--- src/common/sd_pkg.sv ---
package sd_pkg;

	localparam int id_clk_div = 250;       // sys_clk cycles per slow sd_clk period
	localparam int ms_ticks = 400;         // slow periods per ms
	localparam int rsp_timeout_ticks = 80; // bit times before giving up on a response
	localparam int ncc_ticks = 15;         // idle bits after CMD0
	localparam int data_timeout_ms = 2;
	localparam int block_bytes = 512;

	typedef logic [5:0] cmd_index_t;
	typedef logic [31:0] cmd_arg_t;
	typedef logic [45:0] rsp_short_t;  // index/arg/crc/end, no start bits
	typedef logic [15:0] rca_t;
	typedef logic [31:0] block_addr_t;
	typedef logic [7:0] sd_byte_t;

	typedef enum logic {tx_idle, tx_send} cmd_tx_state_t;

	typedef enum logic [1:0] {rx_idle, rx_hunt, rx_shift, rx_trail} cmd_rx_state_t;

	typedef enum logic [1:0] {dr_idle, dr_hunt, dr_shift, dr_trail} dat_rx_state_t;

	// one state per command, plus the non-command waits
	typedef enum logic [3:0] {
		cs_cmd0,
		cs_ncc,
		cs_cmd8,
		cs_app41,
		cs_acmd41,
		cs_cmd2,
		cs_cmd3,
		cs_cmd7,
		cs_app6,
		cs_acmd6,
		cs_ready,
		cs_cmd17,
		cs_read,
		cs_halt
	} ctrl_state_t;

	typedef enum logic [1:0] {ph_issue, ph_cmd, ph_rsp} ctrl_phase_t;

endpackage

--- src/sd_clock_gen.sv ---
`timescale 1ns/1ps

module sd_clock_gen (
	input  logic sys_clk,
	input  logic rst,
	input  logic fast_mode,
	output logic sd_clk,
	output logic fall_tick,
	output logic rise_tick,
	output logic ms_tick
);

	logic [$clog2(sd_pkg::id_clk_div)-1:0] id_cnt;
	logic [$clog2(sd_pkg::ms_ticks)-1:0] ms_cnt;
	logic id_wrap;
	logic edge_now;

	assign id_wrap = (id_cnt == sd_pkg::id_clk_div - 1);
	// in fast mode sd_clk toggles every cycle
	assign edge_now = fast_mode || id_wrap || (id_cnt == sd_pkg::id_clk_div / 2 - 1);
	assign fall_tick = edge_now && sd_clk;  // sd_clk drops on the next edge
	assign rise_tick = edge_now && !sd_clk;

	always_ff @(posedge sys_clk)
	begin
		if (rst)
		begin
			id_cnt <= '0;
			ms_cnt <= '0;
			ms_tick <= 1'b0;
			sd_clk <= 1'b0;
		end
		else
		begin
			id_cnt <= id_wrap ? '0 : id_cnt + 1'b1;
			ms_tick <= 1'b0;
			if (id_wrap)
			begin
				if (ms_cnt == sd_pkg::ms_ticks - 1)
				begin
					ms_cnt <= '0;
					ms_tick <= 1'b1;
				end
				else
					ms_cnt <= ms_cnt + 1'b1;
			end
			if (edge_now)
				sd_clk <= ~sd_clk;
		end
	end

endmodule

--- config.mk ---
export PLATFORM = sky130hd
export DESIGN_NAME = sd_clock_gen
export DESIGN_NICKNAME = d
export VERILOG_FILES = /design/src/common/sd_pkg.sv /design/src/sd_clock_gen.sv
export SDC_FILE = /design/constraint.sdc
export NUM_CORES = 1
export LEC_CHECK = 0
export ABC_AREA = 1
export BUFFER_PORTS_ARGS = -buffer_cell sky130_fd_sc_hd__buf_2
export CORE_MARGIN = 2
export CORE_UTILIZATION = 55
export DETAILED_ROUTE_END_ITERATION = 10
export PLACE_DENSITY = 0.82
export SYNTH_ARGS = -nofsm -noshare
export SYNTH_HDL_FRONTEND = slang
export SYNTH_SLANG_ARGS = --single-unit
--- constraint.sdc ---
create_clock -name sys_clk -period 1.63 [get_ports sys_clk]
set_input_delay 0.2445 -clock sys_clk [delete_from_list [all_inputs] [get_ports sys_clk]]
set_output_delay 0.2445 -clock sys_clk [all_outputs]
set_load 0.01 [all_outputs]
==> results of run 1 <==
[power by group]
part / switching (mW) / total, mW / internal, mW
clock: 0.160 / 0.256 / 0.0960
combinational: 0.0467 / 0.0814 / 0.0348
sequential: 0.0102 / 0.483 / 0.473
[sequential cells by signal, indices dropped and copies added, names as in the netlist]
name and count:
id_cnt 8, sd_clk 1, ms_tick 1, ms_cnt 9
[cells in the final DEF (no fill, tap or decap), types with 3 or more instances in the layout]
cell	netlist	routed
nand3_1	9	9
buf_2	0	5
o21ai_0	3	3
a21oi_1	6	6
clkbuf_4	0	3
nand2_1	40	37
dfxtp_1	19	15
nor2_2	2	4
nor2_1	21	18
buf_4	0	9
inv_1	24	21
dfxtp_2	0	4
nand4_1	5	5
nand2_2	2	5
[final timing paths]
check | slack [ns] | from | endpoint | cells after the start
setup / recovery | -0.13 | id_cnt[0] | rise_tick | 10
hold / removal | 0.14 | rst | ms_cnt[6] | 2
setup reg to reg | 0.08 | id_cnt[0] | sd_clk | 12
hold reg to reg | 0.53 | id_cnt[6] | id_cnt[6] | 2
[metal layers]
metal / track usage / vias up
met5: 0 / -
met1: 0.294 / 465
li1: - / 499
met4: 0.161 / 0
met3: 0.0346 / 15
met2: 0.400 / 42
[cell families (layout without fill, tap and decap cells)]
kind of cell    after synthesis  after routing
simple gates                 86             86
buf+inv                      25             44
flops                        19             19
compound gates               12             12
fa+ha+maj                     4              4
xor+xnor                      2              2
[worst register-to-register path, cell delays in order, from the launching register on]
cell and delay (ns):
dfxtp_2 0.36, buf_6 0.12, inv_4 0.05, ha_4 0.12, nand2_2 0.05, nor2_2 0.09
nand2_1 0.09, buf_4 0.14, buf_4 0.12, buf_4 0.12, nand4_1 0.08, nand2_1 0.06
nor2_1 0.09
[cell type report]
cell class                 instances  area, um^2  area share
timing repair buffer              16         115      0.0935
inverter                          24        95.1      0.0772
sequential                        19         385       0.313
multi-input combinational        104         578       0.470
tap                               25        31.3      0.0254
clock buffer                       4        26.3      0.0213
[through the flow]
stage	cell area, um^2	std cells	total power [mW]
2_1_floorplan	1010	148	0.522
3_3_place_gp	1080	180	0.538
3_5_place_dp	1080	180	0.543
4_1_cts	1190	192	0.802
5_1_grt	1230	192	0.835
6_report	1230	192	0.821
[what timing repair did]
action                     CTS  global route
setup endpoints to repair    2             3
buffers inserted             8             2
pin swaps                    5             7
resized for setup           10            12
==> summary.txt, run 1 <==
Status
  – Status: complete, but fails checks
  – Failing checks: setup timing

Detailed routing
  – Highest Signal Layer: met4
  – Drt drc: 0
  – Initial DRC Count: 23
  – Post-route ant nets: 0
  – Vias/cell: 5.32
  – DR WL/cell: 13.2 um
  – Detailed Routing Iterations Pass 1: 4
  – Met3 routed WL: 124 um
  – Vias: 1021
  – M1 WL: 1030 um
  – Met2 Wirelength: 1270 um
  – Total wire length: 2540 um

Die
  – CORE AREA: 1730 um^2
  – Die outline height: 47.0 um
  – Die width: 47.0 um
  – Starting Density: 0.588
  – Die area: 2200 um^2
  – Rows: 15
  – I/O pin count: 7

Placement
  – Hpwl dp: 1460 um
  – Placer Congestion: 0.830
  – Pre-CTS setup slack: 0.0905 ns
  – PortBufs: 6

Synthesis
  – Yosys top cell area share: 0.375
  – Main synth FF type: dfxtp_1
  – Yosys cell types: 23
  – Simple-Gate Fraction of Synth Area: 0.388
  – Cells after Synth: 148
  – Top cells by area, synth: dfxtp_1, nand2_1, inv_1
  – Average size of a mapped cell: 6.86 um^2
  – Mux cell area share after synthesis: 0
  – Most common cell in the synthesized netlist: nand2_1
  – Cell taking the most area after synthesis: dfxtp_1
  – Synth Area in Adders: 0.0493
  – Flip-flop and latch count after synthesis: 19
  – Asr flop ratio synth: 0
  – Post-synth EDFFs: 0
  – Main combinational cell family by area after synthesis: simple AND/OR/NAND/NOR gates
  – Cell area after synthesis: 1010 um^2
  – Commonest cells in the netlist: nand2_1, inv_1, nor2_1
  – Compound-Gate Fraction of Synth Area: 0.0703
  – Xor and xnor fraction of the mapped netlist area: 0.0173
  – Sequential fraction of the synthesis area: 0.375
  – Synth warn: 0
  – Mapped Nets: 155

Timing
  – Slew HR: 0.694
  – Final setup violation count: 2
  – Final hold violation count: 0
  – Setup WS post-layout: -0.127 ns
  – RSZ-0062 raised after global routing: true
  – Crit path time final: 1.76 ns
  – Period utilization: 1.08
  – WHS: 0.137 ns
  – Worst-margin pin slew: 0.458 ns
  – Fmax: 569 MHz
  – TNS Setup: -0.243 ns
  – Final Max Tran Viols: 0
  – Skew final: 0.00196 ns

GRT
  – Global-route wire length before repair: 3720 um
  – Vias in the first global route: 912
  – GRT overflow: 0
  – Pin count of the biggest net entering global routing: 12
  – Initial antenna violation count: 0
  – Gr usage total: 0.243

Worst setup path
  – Critical-path cell list: buf_6 -> inv_4 -> ha_4 -> nand2_2 -> nor2_2 -> nand2_1 -> nand3_2 -> nand2_1 -> inv_1 -> buf_2
  – CP arrival: 1.51 ns
  – Critical Path Start Type: flip-flop
  – Kind of critical path: reg2out
  – Crit end category: output pin
  – Crit-path most repeated cell: nand2_1
  – Slowest CP cell: dfxtp_2
  – Crit path largest cell delay: 0.38 ns
  – Worst Path Required: 1.39 ns
  – Max FO, Critical Path: 2
  – Top Family by Delay on Critical Path: flip-flops
  – WP buf/inv: 4

Layout
  – Layout fillers: 122
  – Layout cell share with drive strength beyond 1: 0.263
  – Final net count: 175
  – Inserted Diodes: 0
  – Final core utilization: 0.713
  – Layout area overhead: 21.3%

Power
  – Cell area power density: 666 nW/um^2
  – VDD IR max: 0.538 mV
  – Leakage: 0.546 nW

Min path
  – Hold Path Class: in2reg

Clock tree
  – CTS tree: yes
  – CTS Buffer Depth: 2
  – Clock Root Buffer: clkbuf_4
  – Max H-tree Level: 1
  – Clock Sinks: 19
  – Clock insertion delay at the later pin of the skew report: 0.32 ns
  – Hold_buf cts: 0
  – Reg clk slew, reported paths: 0.11 ns
  – CTS Buf Count: 3

Flow run
  – Max Cap Viol: 0
Note: power is estimated with default switching activity, not from simulation.
==> inputs of run 2 (changes only) <==
- ABC_AREA: 1 -> unset
==> run 2 against run 1 <==
Net effect:
- the flow still finishes with violations (setup timing)
- register-to-register slack hardly changed
- largest power group unchanged
- power shrank 4.0%
- critical endpoint unchanged
- setup slack better by 0.0092 ns
- worst hold slack improved by 0.069 ns
- count of clock-buffer cells in the layout unchanged
- critical path type unchanged
- highest routed layer unchanged
- global-route usage shrank 4.4 points
==> summary.txt, run 2 <==
Synthesis
  – Commonest cells in the netlist: dfxtp_1, nor2_1, xnor2_1 (was nand2_1, inv_1, nor2_1)
  – Flip-flop and latch count after synthesis: 19 (unchanged)
  – Compound-Gate Fraction of Synth Area: 0.0515 (was 0.0703)
  – Cell area after synthesis: 900 um^2 (was 1010 um^2)
  – Xor and xnor fraction of the mapped netlist area: 0.117 (was 0.0173)
  – Asr flop ratio synth: 0 (unchanged)
  – Cells after Synth: 101 (was 148)
  – Yosys cell types: 27 (was 23)
  – Synth warn: 0 (unchanged)
  – Top cells by area, synth: dfxtp_1, xnor2_1, nor2_1 (was dfxtp_1, nand2_1, inv_1)
  – Sequential fraction of the synthesis area: 0.423 (was 0.375)
  – Yosys top cell area share: 0.423 (was 0.375)
  – Simple-Gate Fraction of Synth Area: 0.324 (was 0.388)
  – Average size of a mapped cell: 8.91 um^2 (was 6.86 um^2)
  – Cell taking the most area after synthesis: dfxtp_1 (unchanged)
  – Main combinational cell family by area after synthesis: simple AND/OR/NAND/NOR gates (unchanged)
  – Mapped Nets: 108 (was 155)
  – Main synth FF type: dfxtp_1 (unchanged)
  – Post-synth EDFFs: 0 (unchanged)
  – Mux cell area share after synthesis: 0 (unchanged)
  – Synth Area in Adders: 0.0556 (was 0.0493)

Clock tree
  – Reg clk slew, reported paths: 0.10 ns (was 0.11 ns)
  – CTS Buf Count: 3 (unchanged)
  – Clock Root Buffer: clkbuf_4 (unchanged)
  – CTS tree: yes (unchanged)
  – Clock Sinks: 19 (unchanged)
  – CTS Buffer Depth: 2 (unchanged)
  – Clock insertion delay at the later pin of the skew report: 0.29 ns (was 0.32 ns)
  – Max H-tree Level: 1 (unchanged)

Min path
  – Worst hold path depth: 2 (unchanged)
  – HP Start: rst (unchanged)
  – Hold EP: ms_cnt[1] (was ms_cnt[6])
  – Hold Path Class: in2reg (unchanged)

Timing
  – Slew HR: 0.797 (was 0.694)
  – Setup WS post-layout: -0.118 ns (was -0.127 ns)
  – Worst-margin pin slew: 0.302 ns (was 0.458 ns)
  – Fmax: 572 MHz (was 569 MHz)
  – Final hold violation count: 0 (unchanged)
  – Final Max Tran Viols: 0 (unchanged)
  – Skew final: 0.00995 ns (was 0.00196 ns)
  – Crit path time final: 1.75 ns (was 1.76 ns)
  – RSZ-0062 raised after global routing: true (unchanged)
  – Period utilization: 1.07 (was 1.08)
  – Final setup violation count: 2 (unchanged)

Layout
  – Top reg by flops: ms_cnt (unchanged)
  – Layout cell share with drive strength beyond 1: 0.282 (was 0.263)
  – Top Registers: ms_cnt: 9 flops, id_cnt: 8 flops (unchanged)
  – Final core utilization: 0.718 (was 0.713)
  – Cell Count, Final, Fillers Out: 133 (was 192)
  – Final net count: 125 (was 175)
  – Multi-input gate area: 541 um^2 (was 578 um^2)
  – Inserted Diodes: 0 (unchanged)
  – Design Area, Final: 1090 um^2 (was 1230 um^2)
  – Layout fillers: 120 (was 122)
  – Most frequent cells in the layout: nor2_1, dfxtp_1, xnor2_1 (was nand2_1, inv_1, nor2_1)
  – Most common cell after layout, fill and taps aside: nor2_1 (was nand2_1)
  – Layout area overhead: 21.6% (was 21.3%)
  – FF+latch area: 385 um^2 (unchanged)
  – Max FFs per register: 9 (unchanged)

Detailed routing
  – Initial DRC Count: 10 (was 23)
  – Drt drc: 0 (unchanged)
  – Detailed Routing Iterations Pass 1: 4 (unchanged)
  – Vias: 723 (was 1021)
  – Vias/cell: 5.44 (was 5.32)
  – Post-route ant nets: 0 (unchanged)
  – DR WL/cell: 13.2 um (about the same)
  – Total wire length: 1760 um (was 2540 um)

Die
  – Die width: 44.4 um (was 47.0 um)
  – Die outline height: 44.4 um (was 47.0 um)
  – Die area: 1980 um^2 (was 2200 um^2)
  – Starting Density: 0.590 (was 0.588)
  – CORE AREA: 1520 um^2 (was 1730 um^2)
  – I/O pin count: 7 (unchanged)
  – Rows: 14 (was 15)

Worst setup path
  – Slowest CP cell: dfxtp_4 (was dfxtp_2)
  – Crit end category: output pin (unchanged)
  – Max FO, Critical Path: 3 (was 2)
  – Kind of critical path: reg2out (unchanged)
  – Crit Reg-Reg Startpoint: id_cnt[1] (was id_cnt[0])
  – Reg2reg path depth: 6 (was 12)
  – Worst Path Required: 1.39 ns (about the same)
  – Critical Path Start Type: flip-flop (unchanged)
  – Flop2flop setup slack: 0.07 ns (was 0.08 ns)
  – Critical-path cell list: buf_6 -> inv_4 -> ha_4 -> nand3b_1 -> a21oi_4 -> nor2_1 -> nor2_1 -> buf_2 (was buf_6 -> inv_4 -> ha_4 -> nand2_2 -> nor2_2 -> nand2_1 -> nand3_2 -> nand2_1 -> inv_1 -> buf_2)
  – WP buf/inv: 3 (was 4)
  – CP arrival: 1.50 ns (was 1.51 ns)
  – Crit-path most repeated cell: nor2_1 (was nand2_1)
  – Top Family by Delay on Critical Path: flip-flops (unchanged)
  – RR Endpoint: ms_cnt[0] (was sd_clk)
  – Crit path largest cell delay: 0.37 ns (was 0.38 ns)

GRT
  – Vias in the first global route: 695 (was 912)
  – Gr usage total: 0.199 (was 0.243)
  – Initial antenna violation count: 0 (unchanged)
  – Global-route wire length before repair: 2850 um (was 3720 um)
  – Pin count of the biggest net entering global routing: 11 (was 12)
  – GRT overflow: 0 (unchanged)

Placement
  – Placer Congestion: 0.815 (was 0.830)
  – Placed cell areas: 972 um^2 (was 1080 um^2)
  – Pre-CTS setup slack: 0.0370 ns (was 0.0905 ns)
  – Placed Instances: 125 (was 180)
  – PortBufs: 6 (unchanged)
  – Hpwl dp: 1120 um (was 1460 um)

Status
  – Status: complete, but fails checks (unchanged)
  – Failing checks: setup timing (unchanged)

Power
  – VDD IR max: 0.639 mV (was 0.538 mV)
  – Cell area power density: 720 nW/um^2 (was 666 nW/um^2)
  – Leakage: 0.426 nW (was 0.546 nW)
  – Tot Pwr: 0.787 mW (was 0.821 mW)

Flow run
  – Max Cap Viol: 0 (unchanged)
==> run 2: changes by cell type after synthesis, sizes merged, moves of 4 or more <==
cell   change
nand2     -37
xnor2      +9
o21ai      -4
nor3       +5
nor2       -5
inv       -19
nand3      -4
==> run 2: per-stage QoR <==
step / setup TNS, ns / hold WS [ns]
after floorplan: 0 / 0.419
after global placement: 0 / 0.490
after detailed placement: 0 / 0.487
after CTS: -0.187 / 0.204
after global routing: -0.441 / 0.201
final: -0.231 / 0.206
==> run 2: worst max-delay path by stage <==
stage | slack, ns | depth (start not counted) | start | to
3_5_place_dp | 0.04 | 6 | id_cnt[1] | ms_cnt[5]
6_report | -0.12 | 8 | id_cnt[0] | rise_tick
5_1_grt | -0.21 | 8 | id_cnt[0] | rise_tick
3_3_place_gp | 0.07 | 6 | id_cnt[1] | ms_cnt[5]
4_1_cts | -0.10 | 7 | id_cnt[1] | fall_tick
2_1_floorplan | 0.02 | 5 | id_cnt[0] | ms_cnt[5]
==> run 2: final cells by class <==
cell class                      instances  area share
Clock buffer                            4      0.0240
Inverter                                5      0.0217
Multi-Input combinational cell         75       0.494
Sequential cell                        19       0.352
Tap cell                               16      0.0183
Timing Repair Buffer                   14      0.0892
==> run 2: worst register-to-register path, stage by stage, from the launching register on <==
cell and delay (ns):
dfxtp_2 0.35, inv_4 0.07, ha_4 0.14, nand3b_4 0.08, or2_4 0.26, or3_2 0.45
a21oi_1 0.16
==> run 2: what timing repair did <==
item                                    4_1_cts  5_1_grt
buffers inserted                              3        1
pin swaps                                     4        2
hold buffers                                  0        0
gates resized for setup                      13        4
endpoints found under the setup margin        2        7
==> run 2: kinds of logic after synthesis <==
logic type / Yosys count
xor+xnor: 12
buf+inv: 7
fa+ha+maj: 4
simple gates: 52
compound gates: 7
flops: 19
==> run 2: routing by layer <==
layer	part of all wire	GRT usage	wire, um	vias to the layer above
li1	-	-	-	377
met1	0.42	0.233	741	326
met2	0.50	0.332	872	14
met3	0.052	0.0776	91	6
met4	0.029	0.0667	51	0
met5	0	0	0	-
==> run 2: where the power goes <==
| group | internal, mW | switching [mW] | leakage (nW) | total [mW] |
|---|---|---|---|---|
| combinational | 0.0364 | 0.0385 | 0.257 | 0.0749 |
| sequential | 0.473 | 0.00971 | 0.155 | 0.482 |
| clock | 0.0952 | 0.135 | 0.0150 | 0.230 |
| total | 0.604 | 0.183 | 0.426 | 0.787 |
==> inputs of run 3 (changes only) <==
==> constraint.sdc (replaced) <==
create_clock -name sys_clk -period 1.63 [get_ports sys_clk]
set_input_delay 0.326 -clock sys_clk [delete_from_list [all_inputs] [get_ports sys_clk]]
set_output_delay 0.326 -clock sys_clk [all_outputs]
set_load 0.01 [all_outputs]
==> run 3 against run 2 <==
Net effect:
- the run still ends with setup timing left
- fmax decreased by 6.0%
- sequential share of layout area up 0.84 points
- critical path depth fell by 2
- register-to-register slack got worse by 0.11 ns
- count of clock-buffer cells in the layout stayed put
- routed wire length grew 3.0%
- die area unchanged
- worst hold slack improved by 0.088 ns
- combinational power shrank 15%
- sequential cell count unchanged
- highest routed layer unchanged
==> summary.txt, run 3 (synthesis results as in run 2) <==
Placement
  – Hpwl dp: 1210 um (was 1120 um)
  – PortBufs: 6 (unchanged)
  – Placed cell areas: 972 um^2 (unchanged)
  – Placer Congestion: 0.806 (was 0.815)

Clock tree
  – CTS Buf Count: 3 (unchanged)
  – CTS Buffer Depth: 2 (unchanged)
  – Clock insertion delay at the later pin of the skew report: 0.29 ns (about the same)
  – Clock Sinks: 19 (unchanged)
  – CTS tree: yes (unchanged)
  – Reg clk slew, reported paths: 0.10 ns (about the same)
  – Hold_buf cts: 0 (unchanged)
  – Max H-tree Level: 1 (unchanged)
  – Clock Root Buffer: clkbuf_4 (unchanged)

Power
  – VDD IR max: 0.553 mV (was 0.639 mV)
  – Cell area power density: 731 nW/um^2 (was 720 nW/um^2)
  – Leakage: 0.412 nW (was 0.426 nW)

GRT
  – Vias in the first global route: 750 (was 695)
  – Pin count of the biggest net entering global routing: 11 (unchanged)
  – Initial antenna violation count: 0 (unchanged)
  – Gr usage total: 0.217 (was 0.199)
  – Global-route wire length before repair: 3080 um (was 2850 um)
  – GRT overflow: 0 (unchanged)

Worst setup path
  – Worst Path Required: 1.30 ns (was 1.39 ns)
  – Crit end category: output pin (unchanged)
  – Crit path largest cell delay: 0.35 ns (was 0.37 ns)
  – Critical-path cell list: inv_2 -> ha_2 -> nand3b_4 -> a21oi_4 -> o21a_1 -> buf_2 (was buf_6 -> inv_4 -> ha_4 -> nand3b_1 -> a21oi_4 -> nor2_1 -> nor2_1 -> buf_2)
  – WP buf/inv: 2 (was 3)
  – Top Family by Delay on Critical Path: compound AO/OA/AOI/OAI gates (was flip-flops)
  – Max FO, Critical Path: 3 (unchanged)
  – Kind of critical path: reg2out (unchanged)
  – Critical Path Start Type: flip-flop (unchanged)
  – Slowest CP cell: dfxtp_2 (was dfxtp_4)
  – CP arrival: 1.53 ns (was 1.50 ns)

Layout
  – Top Registers: ms_cnt: 9 flops, id_cnt: 8 flops (unchanged)
  – Top reg by flops: ms_cnt (unchanged)
  – Final core utilization: 0.696 (was 0.718)
  – Layout area overhead: 17.9% (was 21.6%)
  – Most common cell after layout, fill and taps aside: nor2_1 (unchanged)
  – Max FFs per register: 9 (unchanged)
  – Inserted Diodes: 0 (unchanged)
  – Design Area, Final: 1060 um^2 (was 1090 um^2)
  – Most frequent cells in the layout: nor2_1, dfxtp_1, xnor2_1 (unchanged)
  – Final net count: 123 (was 125)
  – Layout cell share with drive strength beyond 1: 0.270 (was 0.282)

Timing
  – Skew final: 0.00704 ns (was 0.00995 ns)
  – Final setup violation count: 4 (was 2)
  – Worst-margin pin slew: 0.315 ns (was 0.302 ns)
  – Setup WS post-layout: -0.230 ns (was -0.118 ns)
  – Slew HR: 0.788 (was 0.797)
  – Crit path time final: 1.86 ns (was 1.75 ns)
  – RSZ-0062 raised after global routing: true (unchanged)
  – Fmax: 538 MHz (was 572 MHz)
  – Period utilization: 1.14 (was 1.07)
  – Final Max Tran Viols: 0 (unchanged)
  – Final hold violation count: 0 (unchanged)
  – TNS Setup: -0.434 ns (was -0.231 ns)

Detailed routing
  – Initial DRC Count: 11 (was 10)
  – Vias: 717 (was 723)
  – Detailed Routing Iterations Pass 1: 4 (unchanged)
  – Total wire length: 1810 um (was 1760 um)
  – Post-route ant nets: 0 (unchanged)
  – Drt drc: 0 (unchanged)
  – Vias/cell: 5.47 (was 5.44)
  – DR WL/cell: 13.8 um (was 13.2 um)

Die
  – Die width: 44.4 um (unchanged)
  – Starting Density: 0.590 (unchanged)
  – Die outline height: 44.4 um (unchanged)
  – Die area: 1980 um^2 (unchanged)
  – CORE AREA: 1520 um^2 (unchanged)
  – Rows: 14 (unchanged)
  – I/O pin count: 7 (unchanged)

Flow run
  – Max Cap Viol: 0 (unchanged)

Min path
  – Hold Path Class: in2reg (unchanged)

Status
  – Failing checks: setup timing (unchanged)
  – Status: complete, but fails checks (unchanged)
==> run 3: cell count changes in the layout (fill, tap and decap cells not counted), sizes merged <==
| cell | delta |
|---|---|
| buf | -2 |
==> run 3: worst paths after layout <==
path / cells past startpoint / endpoint / startpoint / slack (ns)
max: 6 / fall_tick / id_cnt[1] / -0.23
min reg2reg: 2 / ms_cnt[1] / ms_cnt[1] / 0.51
min: 2 / ms_cnt[0] / rst / 0.29
max reg2reg: 6 / ms_cnt[5] / id_cnt[1] / -0.04
==> run 3: power breakdown <==
| group | internal, mW | switching [mW] |
|---|---|---|
| registers | 0.473 | 0.00927 |
| clock network | 0.0952 | 0.134 |
| logic | 0.0298 | 0.0338 |
==> run 3: layout make-up <==
cell class	instances	area, um^2
clock buffers	4	26.3
fillers	123	463
inverters	5	21.3
multi-input cells	75	532
flip-flops and latches	19	383
well taps	16	20.0
repair buffers	12	78.8
==> run 3: layer usage <==
metal | up-vias | wire length [um] | GRT usage
met5 | - | 0 | 0
met4 | 0 | 14 | 0.0545
met3 | 2 | 59 | 0.0735
met2 | 8 | 1010 | 0.415
met1 | 336 | 722 | 0.224
li1 | 371 | - | -
==> run 3: per-stage QoR <==
step	setup slack [ns]	power, mW	cells	hold WS (ns)
CTS	-0.187	0.787	131	0.279
detailed placement	0.0206	0.540	125	0.488
floorplan	0.0197	0.523	101	0.445
global placement	0.0669	0.538	125	0.489
global route	-0.303	0.822	131	0.267
finish	-0.230	0.776	131	0.294
==> run 3: timing repair <==
| action | 4_1_cts | 5_1_grt |
|---|---|---|
| pin swaps | 3 | 0 |
| endpoints found under the setup margin | 3 | 6 |
| setup buffers | 2 | 0 |
| resized for setup | 10 | 3 |
==> run 3: worst register-to-register path, stage by stage, from the launching register on <==
cell	delay [ns]
dfxtp_2	0.35
inv_2	0.08
ha_2	0.20
nand3b_4	0.11
or2_4	0.27
or4_4	0.49
a21oi_2	0.13
