### src/common/sd_pkg.sv
package sd_pkg;

	localparam int id_clk_div = 250;       // sys_clk cycles per slow sd_clk period
	localparam int ms_ticks = 400;         // slow periods per ms
	localparam int rsp_timeout_ticks = 80; // bit times before giving up on a response
	localparam int ncc_ticks = 15;         // idle bits after CMD0
	localparam int data_timeout_ms = 2;
	localparam int block_bytes = 512;

	typedef logic [5:0] cmd_index_t;
	typedef logic [31:0] cmd_arg_t;
	typedef logic [45:0] rsp_short_t;  // index/arg/crc/end, no start bits
	typedef logic [15:0] rca_t;
	typedef logic [31:0] block_addr_t;
	typedef logic [7:0] sd_byte_t;

	typedef enum logic {tx_idle, tx_send} cmd_tx_state_t;

	typedef enum logic [1:0] {rx_idle, rx_hunt, rx_shift, rx_trail} cmd_rx_state_t;

	typedef enum logic [1:0] {dr_idle, dr_hunt, dr_shift, dr_trail} dat_rx_state_t;

	// one state per command, plus the non-command waits
	typedef enum logic [3:0] {
		cs_cmd0,
		cs_ncc,
		cs_cmd8,
		cs_app41,
		cs_acmd41,
		cs_cmd2,
		cs_cmd3,
		cs_cmd7,
		cs_app6,
		cs_acmd6,
		cs_ready,
		cs_cmd17,
		cs_read,
		cs_halt
	} ctrl_state_t;

	typedef enum logic [1:0] {ph_issue, ph_cmd, ph_rsp} ctrl_phase_t;

endpackage

### src/sd_card_ctrl.sv
`timescale 1ns/1ps

module sd_card_ctrl (
	input  logic sys_clk,
	input  logic rst,
	input  logic fall_tick,
	input  logic init_req,
	input  logic read_req,
	input  sd_pkg::block_addr_t block_addr,
	output logic cmd_start,
	output sd_pkg::cmd_index_t cmd_index,
	output sd_pkg::cmd_arg_t cmd_arg,
	input  logic cmd_done,
	output logic rsp_start,
	output logic rsp_long,
	input  logic rsp_done,
	input  logic rsp_timeout,
	input  sd_pkg::rsp_short_t rsp_short,
	output logic dat_start,
	input  logic dat_done,
	input  logic dat_timeout,
	output logic fast_mode,
	output logic card_ready,
	output logic read_done,
	output logic read_error,
	output logic card_error
);

	sd_pkg::ctrl_state_t state;
	sd_pkg::ctrl_phase_t phase;
	logic [$clog2(sd_pkg::ncc_ticks)-1:0] ncc_cnt;
	logic v2;        // card answered CMD8
	logic v1_retry;  // second CMD0 on the v1 path
	logic hc;        // high capacity, block addressing
	sd_pkg::rca_t rca;
	sd_pkg::cmd_arg_t rd_arg;
	logic app_ok;

	assign rsp_long = (state == sd_pkg::cs_cmd2);
	assign app_ok = (rsp_short[45:40] == 6'd55) && rsp_short[13];  // APP_CMD echoed

	always_comb
	begin
		cmd_arg = '0;
		case (state)
			sd_pkg::cs_cmd8: cmd_arg = {20'h0, 4'h1, 8'haa};  // 2.7-3.6V, check pattern
			sd_pkg::cs_acmd41: cmd_arg = {1'b0, v2, 6'b0, 24'hff8000};
			sd_pkg::cs_cmd7, sd_pkg::cs_app6: cmd_arg = {rca, 16'h0};
			sd_pkg::cs_acmd6: cmd_arg = 32'd2;  // 4-bit bus
			sd_pkg::cs_cmd17: cmd_arg = rd_arg;
			default: cmd_arg = '0;
		endcase
		case (state)
			sd_pkg::cs_cmd8: cmd_index = 6'd8;
			sd_pkg::cs_app41, sd_pkg::cs_app6: cmd_index = 6'd55;
			sd_pkg::cs_acmd41: cmd_index = 6'd41;
			sd_pkg::cs_cmd2: cmd_index = 6'd2;
			sd_pkg::cs_cmd3: cmd_index = 6'd3;
			sd_pkg::cs_cmd7: cmd_index = 6'd7;
			sd_pkg::cs_acmd6: cmd_index = 6'd6;
			sd_pkg::cs_cmd17: cmd_index = 6'd17;
			default: cmd_index = 6'd0;
		endcase
	end

	always_ff @(posedge sys_clk)
	begin
		if (rst || init_req)
		begin
			state <= sd_pkg::cs_cmd0;
			phase <= sd_pkg::ph_issue;
			ncc_cnt <= '0;
			v2 <= 1'b0;
			v1_retry <= 1'b0;
			hc <= 1'b0;
			cmd_start <= 1'b0;
			rsp_start <= 1'b0;
			dat_start <= 1'b0;
			fast_mode <= 1'b0;
			card_ready <= 1'b0;
			read_done <= 1'b0;
			read_error <= 1'b0;
			card_error <= 1'b0;
		end
		else
		begin
			cmd_start <= 1'b0;
			rsp_start <= 1'b0;
			dat_start <= 1'b0;
			read_done <= 1'b0;
			read_error <= 1'b0;
			case (state)
				sd_pkg::cs_ncc:
					if (fall_tick)
					begin
						ncc_cnt <= (ncc_cnt == sd_pkg::ncc_ticks - 1) ? '0 : ncc_cnt + 1'b1;
						if (ncc_cnt == sd_pkg::ncc_ticks - 1)
							state <= v1_retry ? sd_pkg::cs_app41 : sd_pkg::cs_cmd8;
					end
				sd_pkg::cs_ready:
					if (read_req)
					begin
						// standard cards take a byte address
						rd_arg <= hc ? block_addr : {block_addr[22:0], 9'd0};
						card_ready <= 1'b0;
						state <= sd_pkg::cs_cmd17;
					end
				sd_pkg::cs_read:
					if (dat_done)
					begin
						read_done <= 1'b1;
						read_error <= dat_timeout;
						card_ready <= 1'b1;
						state <= sd_pkg::cs_ready;
					end
				sd_pkg::cs_halt:
					card_error <= 1'b1;  // stays here until init_req
				default:
					case (phase)
						sd_pkg::ph_issue:
						begin
							cmd_start <= 1'b1;
							phase <= sd_pkg::ph_cmd;
						end
						sd_pkg::ph_cmd:
							if (cmd_done)
							begin
								rsp_start <= (state != sd_pkg::cs_cmd0);
								if (state == sd_pkg::cs_cmd0)
								begin
									phase <= sd_pkg::ph_issue;
									state <= sd_pkg::cs_ncc;  // CMD0 has no response
								end
								else if (state == sd_pkg::cs_cmd17)
								begin
									dat_start <= 1'b1;  // data may start right after the command
									phase <= sd_pkg::ph_issue;
									state <= sd_pkg::cs_read;
								end
								else
									phase <= sd_pkg::ph_rsp;
							end
						default:
							if (rsp_done)
							begin
								phase <= sd_pkg::ph_issue;
								if (rsp_timeout && state != sd_pkg::cs_cmd8)
								begin
									// lost the card, start over
									v1_retry <= 1'b0;
									fast_mode <= 1'b0;
									state <= sd_pkg::cs_cmd0;
								end
								else
									case (state)
										sd_pkg::cs_cmd8:
											if (rsp_timeout)
											begin
												v2 <= 1'b0;
												v1_retry <= 1'b1;
												state <= sd_pkg::cs_cmd0;
											end
											else if (rsp_short[45:40] == 6'd8 && rsp_short[19:16] == 4'h1
												&& rsp_short[15:8] == 8'haa)
											begin
												v2 <= 1'b1;
												state <= sd_pkg::cs_app41;
											end
											else
												state <= sd_pkg::cs_halt;
										sd_pkg::cs_app41:
											state <= app_ok ? sd_pkg::cs_acmd41 : sd_pkg::cs_halt;
										sd_pkg::cs_acmd41:
										begin
											hc <= rsp_short[38];  // OCR CCS
											// busy bit low means still powering up
											state <= rsp_short[39] ? sd_pkg::cs_cmd2 : sd_pkg::cs_app41;
										end
										sd_pkg::cs_cmd2:
											state <= sd_pkg::cs_cmd3;
										sd_pkg::cs_cmd3:
										begin
											rca <= rsp_short[39:24];
											fast_mode <= 1'b1;
											state <= sd_pkg::cs_cmd7;
										end
										sd_pkg::cs_cmd7:
											state <= sd_pkg::cs_app6;
										sd_pkg::cs_app6:
											state <= app_ok ? sd_pkg::cs_acmd6 : sd_pkg::cs_halt;
										default:
										begin
											card_ready <= 1'b1;  // ACMD6 answered
											state <= sd_pkg::cs_ready;
										end
									endcase
							end
					endcase
			endcase
		end
	end

endmodule

### config.mk
export PLATFORM = sky130hd
export DESIGN_NAME = sd_card_ctrl
export DESIGN_NICKNAME = d
export VERILOG_FILES = /design/src/common/sd_pkg.sv /design/src/sd_card_ctrl.sv
export SDC_FILE = /design/constraint.sdc
export NUM_CORES = 1
export LEC_CHECK = 0
export ABC_AREA = 1
export ABC_CLOCK_PERIOD_IN_PS = 4700
export BUFFER_PORTS_ARGS = -buffer_cell sky130_fd_sc_hd__buf_4
export CAP_MARGIN = 0
export CELL_PAD_IN_SITES_DETAIL_PLACEMENT = 1
export CELL_PAD_IN_SITES_GLOBAL_PLACEMENT = 2
export CORE_MARGIN = 2
export CORE_UTILIZATION = 28
export DETAILED_ROUTE_END_ITERATION = 7
export GPL_ROUTABILITY_DRIVEN = 0
export GPL_TIMING_DRIVEN = 1
export PLACE_DENSITY = 0.83
export RECOVER_POWER = 25
export SKIP_CTS_REPAIR_TIMING = 1
export SLEW_MARGIN = 20
export SYNTH_ARGS = -nofsm -noshare
export SYNTH_HDL_FRONTEND = slang
export SYNTH_SLANG_ARGS = --single-unit
### constraint.sdc
create_clock -name sys_clk -period 4.7 [get_ports sys_clk]
set_clock_uncertainty 0.15 [all_clocks]
set_input_delay 0.94 -clock sys_clk [delete_from_list [all_inputs] [get_ports sys_clk]]
set_output_delay 0.94 -clock sys_clk [all_outputs]
set_load 0.02 [all_outputs]
==> flow_summary.json, run 1 <==
{
  "failed_checks": "max-capacitance violations, max-slew violations",
  "finalNetCount": 672,
  "cts_tree": "yes",
  "avgSynthCellArea_um2": 8.22,
  "wl_mm": 11.4,
  "numCtsBuffers": 9,
  "synth_top_area_cell": "edfxtp_1",
  "holdCritPathClass": "flip-flop to flip-flop",
  "grt_pass1_wl_mm": 18.3,
  "final_common_cell": "nand2_1",
  "placeableCoreArea_um2": 13200,
  "synth_nets": 549,
  "postLayoutSetupSlackWorst_ns": 0.967,
  "seq_power_share": 0.437,
  "wl_per_cell_um": 15.0,
  "die_area_um2": 14400,
  "clk_latency_ns": 0.34,
  "drc": 0,
  "finalHoldViolations": 0,
  "fin_crit_ns": 3.73,
  "diodes": 0,
  "rsz0062_at_grt": "false",
  "arrival_ns": 2.64,
  "crit_type": "flip-flop to output pin",
  "cap_violations": 1,
  "clk_path_buf_depth": 2,
  "p_sw_frac": 0.223,
  "ir_worst_vdd_mv": 0.177,
  "period_share": 0.794,
  "ys_seq_area_frac": 0.527,
  "setup_viol": 0,
  "p_sw_mw": 0.361,
  "crit_path_end_kind": "output pin",
  "vias": 3427,
  "dpl-instance-area_um2": 4870,
  "grt_max_degree": 52,
  "finalInstanceArea_um2": 5190,
  "yosysWarnings": 0,
  "yosysUniqueCellTypes": 34,
  "report.final.slew_viol_count": 52,
  "portBuffers": 122,
  "regArea_um2": 1980,
  "initial_core_util": 0.285,
  "std_cell_rows": 42,
  "fill_cells": 1586,
  "clock_power_share": 0.469,
  "drt-vias-per-instance": 4.50,
  "htreeDepth": 3,
  "tightest_slew_ns": 1.71,
  "pwr_density_cell_nw_per_um2": 312,
  "drive_above_1_share": 0.308,
  "ios": 135,
  "synth_area_um2": 3760,
  "timing.hold.ws_ns": 0.303,
  "clkTransAtPathRegs_ns": 0.06,
  "max_freq_mhz": 268,
  "dieHeight_um": 120,
  "hpwl_mm": 8.63,
  "required_ns": 3.61,
  "final_cell_mix": "nand2_1 (120), buf_4 (108), nor2_1 (62)",
  "netlist.area_leader.share": 0.384,
  "area_growth_pct": 38.1,
  "regToRegSetupSlack_ns": 1.90,
  "combPwrFrac": 0.094,
  "synth_area_leaders": "edfxtp_1 (38%), dfxtp_1 (14%), nand2_1 (12%), nor2_1 (6.2%), inv_1 (6.1%)",
  "pre_cts_slack_ns": 1.26,
  "grt_pass1_vias": 3671,
  "p_int_mw": 1.26,
  "p_leak_nw": 2.53,
  "run_status": "finished, violations left",
  "synth_cells": 457,
  "setup_tns_ns": 0,
  "grt_use_total": 0.165,
  "clkSinkCount": 75,
  "critPathMaxFanout": 21,
  "dr.pass1.iters": 4,
  "synth-seq-cells": 75,
  "overflow": 0,
  "root_buffer": "clkbuf_16",
  "relSlewSlack": -0.144,
  "first_iter_violations": 122,
  "multiInputGateArea_um2": 1470,
  "worstSetupStartpointType": "flip-flop",
  "die_w_um": 120,
  "grt_antenna_before_repair": 0,
  "postRouteAntennaNets": 0
}
worst max-delay path, cell delays in order, from the launching register on:
cell,delay (ns)
dfxtp_1,0.51
nand2_1,0.15
inv_1,0.10
nand2_1,0.33
inv_1,0.72
a22oi_1,0.20
nand2_1,0.13
buf_4,0.15
cell usage after synthesis, drive strengths merged:
library cell	number
a31oi	1
inv	70
o211ai	1
nor4	1
a2111oi	1
nor3b	1
a22o	7
a31o	2
a311oi	1
a21oi	22
or2	1
o21ai	13
a211oi	1
nand3	14
a22oi	9
nor3	7
dfxtp	27
o31ai	1
buf	1
a21boi	1
mux2	5
clkbuf	12
edfxtp	48
nor2	73
ha	4
nand2	132
and2	1
sequential cells by signal, indices dropped and copies added, names as in the netlist, 2 cells and up:
| signal | count |
|---|---|
| cmd_index | 6 |
| ncc_cnt | 4 |
| phase | 2 |
| rca | 16 |
| rd_arg | 32 |
| state | 4 |
area by class of cell:
cell class	instances	share of cell area
Inverter	70	0.0507
Tap cell	176	0.0425
Sequential cell	75	0.382
Clock buffer	11	0.0468
Multi-Input combinational cell	299	0.283
Clock inverter	5	0.0164
Timing Repair Buffer	125	0.179
metrics by stage:
step	total power, mW	util	cells
floorplan	0.791	-	457
global placement	0.874	0.369	745
detailed placement	0.877	0.369	745
CTS	1.65	0.394	761
global route	1.68	0.393	761
finish	1.62	0.393	761
cells by family (layout without fill, tap and decap cells):
| family | after synthesis | after routing | synth area share |
|---|---|---|---|
| mux | 5 | 5 | 0.0150 |
| compound gates | 60 | 60 | 0.102 |
| buf+inv | 83 | 211 | 0.0832 |
| simple gates | 230 | 230 | 0.259 |
| flops | 75 | 75 | 0.527 |
| fa+ha+maj | 4 | 4 | 0.0133 |
power by group through the flow:
stage               registers (mW)  clock network [mW]  logic [mW]
finish                       0.707               0.760       0.153
global route                 0.707               0.807       0.170
CTS                          0.707               0.782       0.157
detailed placement           0.721                   0       0.156
global placement             0.721                   0       0.153
floorplan                    0.725                   0      0.0661
per-layer routing:
layer,up-vias,track usage,share of wire
li1,1717,-,-
met1,1611,0.209,0.46
met2,81,0.274,0.48
met3,18,0.0404,0.041
met4,0,0.0618,0.024
met5,-,0,0
final timing paths:
check / startpoint / cells past startpoint / to
worst max-delay path: state[0] / 7 / cmd_arg[18]
worst min-delay path: card_error / 2 / card_error
worst max register to register: state[0] / 16 / cmd_index[5]
worst min register to register: card_error / 2 / card_error
Note: power is estimated with default switching activity, not from simulation.
==> run 2: changes to the inputs <==
--- a/config.mk
+++ b/config.mk
@@ -6,17 +6,17 @@
 export NUM_CORES = 1
 export LEC_CHECK = 0
 export ABC_AREA = 1
-export ABC_CLOCK_PERIOD_IN_PS = 4700
+export ABC_CLOCK_PERIOD_IN_PS = 3100
 export BUFFER_PORTS_ARGS = -buffer_cell sky130_fd_sc_hd__buf_4
 export CAP_MARGIN = 0
 export CELL_PAD_IN_SITES_DETAIL_PLACEMENT = 1
 export CELL_PAD_IN_SITES_GLOBAL_PLACEMENT = 2
 export CORE_MARGIN = 2
-export CORE_UTILIZATION = 28
+export CORE_UTILIZATION = 25
 export DETAILED_ROUTE_END_ITERATION = 7
 export GPL_ROUTABILITY_DRIVEN = 0
 export GPL_TIMING_DRIVEN = 1
-export PLACE_DENSITY = 0.83
+export PLACE_DENSITY = 0.79
 export RECOVER_POWER = 25
 export SKIP_CTS_REPAIR_TIMING = 1
 export SLEW_MARGIN = 20
==> constraint.sdc (replaced) <==
create_clock -name sys_clk -period 3.1 [get_ports sys_clk]
set_clock_uncertainty 0.15 [all_clocks]
set_input_delay 0.62 -clock sys_clk [delete_from_list [all_inputs] [get_ports sys_clk]]
set_output_delay 0.62 -clock sys_clk [all_outputs]
set_load 0.02 [all_outputs]
==> run 2 against run 1 <==
Net effect:
- the run still ends with max-capacitance violations, max-slew violations left
- first-iteration DRC count is 5.7% higher
- clock-buffer cell count is 2 lower
- critical path type unchanged
- combinational power grew 53%
- core utilization decreased by 3.8 points
- sequential share of layout area is essentially flat
- register-to-register slack got worse by 1.6 ns
- largest cell class unchanged
- critical path depth is 2 higher
- via count decreased by 1.1%
- clock power is 37% higher
==> flow_summary.json, run 2 (synthesis results as in run 1) <==
{
  "grt_max_degree": 45,
  "clk_latency_ns": 0.35,
  "postRouteAntennaNets": 0,
  "pwr_density_cell_nw_per_um2": 452,
  "worstSetupStartpointType": "flip-flop",
  "diodes": 0,
  "crit_path_max_incr_delay_ns": 0.44,
  "pre_cts_slack_ns": 0.366,
  "initial_core_util": 0.258,
  "grt_antenna_before_repair": 0,
  "required_ns": 2.33,
  "path_common_cell": "nand2_1",
  "final_core_util": 0.355,
  "p_leak_nw": 2.53,
  "wl_per_cell_um": 15.2,
  "drc": 0,
  "regMostFlops": "rd_arg",
  "root_buffer": "clkbuf_16",
  "die_w_um": 127,
  "postLayoutSetupSlackWorst_ns": 0.225,
  "period_share": 0.927,
  "cap_violations": 1,
  "setup_tns_ns": 0,
  "cp_cell_sequence": "inv_2, nand2_1, inv_2, nand2_1, inv_1, buf_4, a22oi_1, nand2_1, buf_4",
  "grt_use_total": 0.151,
  "htreeDepth": 3,
  "final_common_cell": "nand2_1",
  "rsz0062_at_grt": "false",
  "overflow": 0,
  "critPathMaxFanout": 20,
  "placeableCoreArea_um2": 14600,
  "cp_top_family": "buffers and inverters",
  "clk_path_buf_depth": 2,
  "arrival_ns": 2.10,
  "drive_above_1_share": 0.310,
  "vias": 3389,
  "crit_type": "flip-flop to output pin",
  "max_freq_mhz": 348,
  "cp.depth": 9,
  "grt_pass1_wl_mm": 18.8,
  "first_iter_violations": 129,
  "relSlewSlack": -0.207,
  "drt-vias-per-instance": 4.40,
  "clkTransAtPathRegs_ns": 0.06,
  "report.final.slew_viol_count": 45,
  "setup_viol": 0,
  "dieHeight_um": 127,
  "hpwl_mm": 8.92,
  "failed_checks": "max-capacitance violations, max-slew violations",
  "run_status": "finished, violations left",
  "ios": 135,
  "dr.pass1.iters": 4,
  "crit_path_end_kind": "output pin",
  "whs_path_depth": 2,
  "finalNetCount": 676,
  "die_area_um2": 16000,
  "holdCritPathClass": "flip-flop to flip-flop",
  "clkSinkCount": 75,
  "crit_slowest_cell": "dfxtp_1",
  "area_growth_pct": 38.0,
  "reg2reg_depth": 2,
  "crit_buf_inv": 5,
  "largest_reg_flops": 32,
  "tightest_slew_ns": 1.81,
  "numCtsBuffers": 9,
  "grt_pass1_vias": 3664,
  "portBuffers": 122,
  "cts_tree": "yes",
  "ir_worst_vdd_mv": 0.222,
  "wl_mm": 11.7,
  "fin_crit_ns": 2.87,
  "finalHoldViolations": 0,
  "final_cell_mix": "nand2_1 (120), buf_4 (112), nor2_1 (63)",
  "std_cell_rows": 44
}
==> run 2: cell count changes in the layout (fill, tap and decap cells not counted), sizes merged <==
| cell | delta |
|---|---|
| buf | +4 |
| clkinv | +3 |
| clkinvlp | -1 |
| inv | -1 |
| bufinv | -1 |
| clkbuf | -2 |
==> run 2: where the power goes <==
group          switching (mW)  internal, mW  leakage (nW)  total, mW
combinational           0.124         0.110          1.76      0.234
clock                   0.424         0.613         0.139       1.04
sequential            0.00508          1.07         0.637       1.07
total                   0.552          1.79          2.53       2.34
==> run 2: layout make-up <==
type	count	area (um2)
timing repair buffer	129	957
fill	1744	9400
clock buffer	9	225
clock inverter	5	56.3
inverter	70	263
sequential	75	1980
multi-input combinational	299	1470
tap	184	230
==> run 2: final timing paths <==
path              startpoint  slack, ns           to
setup / recovery    state[2]       0.23  cmd_arg[16]
hold reg to reg   card_error       0.31   card_error
setup reg to reg          hc       0.29   rd_arg[24]
hold / removal    card_error       0.31   card_error
==> run 2: worst reg2reg max path: stages, from the launching register on <==
cell and delay [ns]:
dfxtp_1 0.47, clkbuf_1 1.34, o21ai_0 0.48
==> run 2: per-layer routing <==
layer / routed length (um) / vias to the layer above / share of wire / track usage
met5: 0 / - / 0 / 0
met4: 237 / 0 / 0.020 / 0.0633
met3: 451 / 16 / 0.039 / 0.0274
met2: 5630 / 65 / 0.48 / 0.250
met1: 5370 / 1586 / 0.46 / 0.193
li1: - / 1722 / - / -
==> run 2: through the flow <==
step | std cells | area [um2] | power, mW | hold WS [ns]
after floorplan | 457 | 3770 | 1.20 | 0.289
after global placement | 757 | 4920 | 1.33 | 0.299
after detailed placement | 757 | 4920 | 1.33 | 0.302
after CTS | 771 | 5200 | 2.37 | 0.286
after global routing | 771 | 5190 | 2.43 | 0.309
final | 771 | 5190 | 2.34 | 0.306
==> run 3: changes to the inputs <==
==> constraint.sdc (replaced) <==
create_clock -name sys_clk -period 3.1 [get_ports sys_clk]
set_clock_uncertainty 0.15 [all_clocks]
set_input_delay 0.155 -clock sys_clk [delete_from_list [all_inputs] [get_ports sys_clk]]
set_output_delay 0.155 -clock sys_clk [all_outputs]
set_load 0.02 [all_outputs]
==> run 3 against run 2 <==
Net effect:
- the flow finishes with violations (negative hold slack)
- clock-buffer cell count unchanged
- flip-flop and latch count stayed put
- worst hold slack worse by 0.31 ns
- largest cell class unchanged
- final area is 6.6% higher
- critical endpoint is now cmd_index[1]
- sequential power barely moved
==> flow_summary.json, run 3 (synthesis results as in run 1) <==
{
  "grt_pass1_vias": 3549,
  "wl_mm": 12.1,
  "postLayoutSetupSlackWorst_ns": 0.569,
  "grt_busiest_layer": "met2",
  "clkTransAtPathRegs_ns": 0.06,
  "area_growth_pct": 47.2,
  "setup_tns_ns": 0,
  "die_w_um": 127,
  "crit_type": "flip-flop to flip-flop",
  "vias": 3568,
  "fill_cells": 1754,
  "final_common_cell": "nand2_1",
  "arrival_ns": 2.62,
  "grt_pass1_wl_mm": 18.3,
  "regMostFlops": "rd_arg",
  "pre_cts_slack_ns": 0.557,
  "crit_path_end_kind": "flip-flop",
  "worstSetupStartpointType": "flip-flop",
  "p_leak_nw": 2.64,
  "fin_crit_ns": 2.53,
  "use_met3": 0.0245,
  "grt_use_total": 0.147,
  "p_sw_frac": 0.253,
  "report.final.slew_viol_count": 0,
  "pwr_density_cell_nw_per_um2": 425,
  "grt_max_degree": 41,
  "reg2reg_depth": 16,
  "required_ns": 3.19,
  "p_int_mw": 1.76,
  "overflow": 0,
  "timing.hold.ws_ns": -0.00653,
  "hpwl_mm": 8.88,
  "dpl-instance-area_um2": 4920,
  "max_freq_mhz": 395,
  "period_share": 0.816,
  "htreeDepth": 3,
  "postRouteAntennaNets": 0,
  "ir_worst_vdd_mv": 0.208,
  "whs_path_depth": 3,
  "die_area_um2": 16000,
  "fin_cells": 812,
  "clock_power_share": 0.429,
  "run_status": "finished, violations left",
  "root_buffer": "clkbuf_16",
  "wl_per_cell_um": 14.9,
  "ios": 135,
  "tightest_slew_ns": 1.37,
  "numCtsBuffers": 9,
  "combPwrFrac": 0.116,
  "drc": 0,
  "grt_antenna_before_repair": 0,
  "regArea_um2": 1980,
  "portBuffers": 122,
  "setup_viol": 0,
  "dieHeight_um": 127,
  "clkSinkCount": 75,
  "finalHoldViolations": 2,
  "use_met2": 0.244,
  "met1_usage": 0.190,
  "holdCritPathClass": "input pin to flip-flop",
  "largest_reg_flops": 32,
  "std_cell_rows": 44,
  "initial_core_util": 0.258,
  "placed_cells": 757,
  "cap_violations": 0,
  "relSlewSlack": 0.0876,
  "drt-vias-per-instance": 4.39,
  "failed_checks": "negative hold slack",
  "rsz0062_at_grt": "false",
  "clk_path_buf_depth": 2,
  "finalNetCount": 715,
  "finalInstanceArea_um2": 5530,
  "dr.pass1.iters": 4,
  "seq_power_share": 0.456,
  "multiInputGateArea_um2": 1470,
  "first_iter_violations": 134,
  "p_sw_mw": 0.595,
  "clk_latency_ns": 0.34,
  "placeableCoreArea_um2": 14600,
  "diodes": 0,
  "drive_above_1_share": 0.272,
  "cts_tree": "yes",
  "critPathMaxFanout": 8,
  "final_cell_mix": "nand2_1 (120), buf_4 (99), inv_1 (62), nor2_1 (62), edfxtp_1 (48)"
}
-- run 3: changes by cell type in the layout (fill, tap and decap cells not counted), sizes merged --
cell	previous run	this run
buf	112	99
dlygate4sd3	0	39
inv	70	73
bufinv	1	0
clkinv	4	2
clkbuf	26	39
clkinvlp	0	2
-- run 3: layout make-up --
class	instances	share of cell area
Clock buffer	9	0.0407
Clock inverter	7	0.0104
Sequential cell	75	0.358
Timing Repair Buffer	168	0.235
Inverter	70	0.0475
Tap cell	184	0.0416
Multi-Input combinational cell	299	0.267
-- run 3: per-stage QoR --
stage | util | total power [mW]
after floorplan | - | 1.20
after detailed placement | 0.337 | 1.33
after CTS | 0.357 | 2.35
after global routing | 0.379 | 2.44
after global placement | 0.337 | 1.33
final | 0.379 | 2.35
-- run 3: worst max-delay path, cell delays in order (launching register included) --
cell and delay (ns):
dfxtp_1 0.52, nand2_1 0.15, inv_1 0.10, nand2_1 0.09, nand2_1 0.10, nor2_2 0.06
nor2_1 0.08, nand2_1 0.06, o21ai_0 0.19, nand2_1 0.08, nand2_1 0.21, inv_1 0.11
ha_1 0.24, nand2_1 0.10, nand2_1 0.06, nand2_1 0.06, nand2_1 0.05
-- run 3: power by group through the flow --
stage               clock, mW  sequential (mW)  combinational (mW)
detailed placement          0             1.09               0.239
finish                   1.01             1.07               0.272
CTS                      1.04             1.07               0.240
floorplan                   0             1.10               0.100
global route             1.07             1.07               0.300
global placement            0             1.09               0.235
-- run 3: worst paths after layout --
check	from	end	slack, ns
max reg2reg	state[0]	cmd_index[1]	0.57
min reg2reg	card_error	card_error	0.31
max	state[0]	cmd_index[1]	0.57
min	dat_done	read_done	-0.007
-- run 3: metal layers --
metal  share of wire  up-vias
met2            0.49       71
met5               0        -
met4           0.017        0
li1                -     1801
met3           0.034       14
met1            0.46     1682
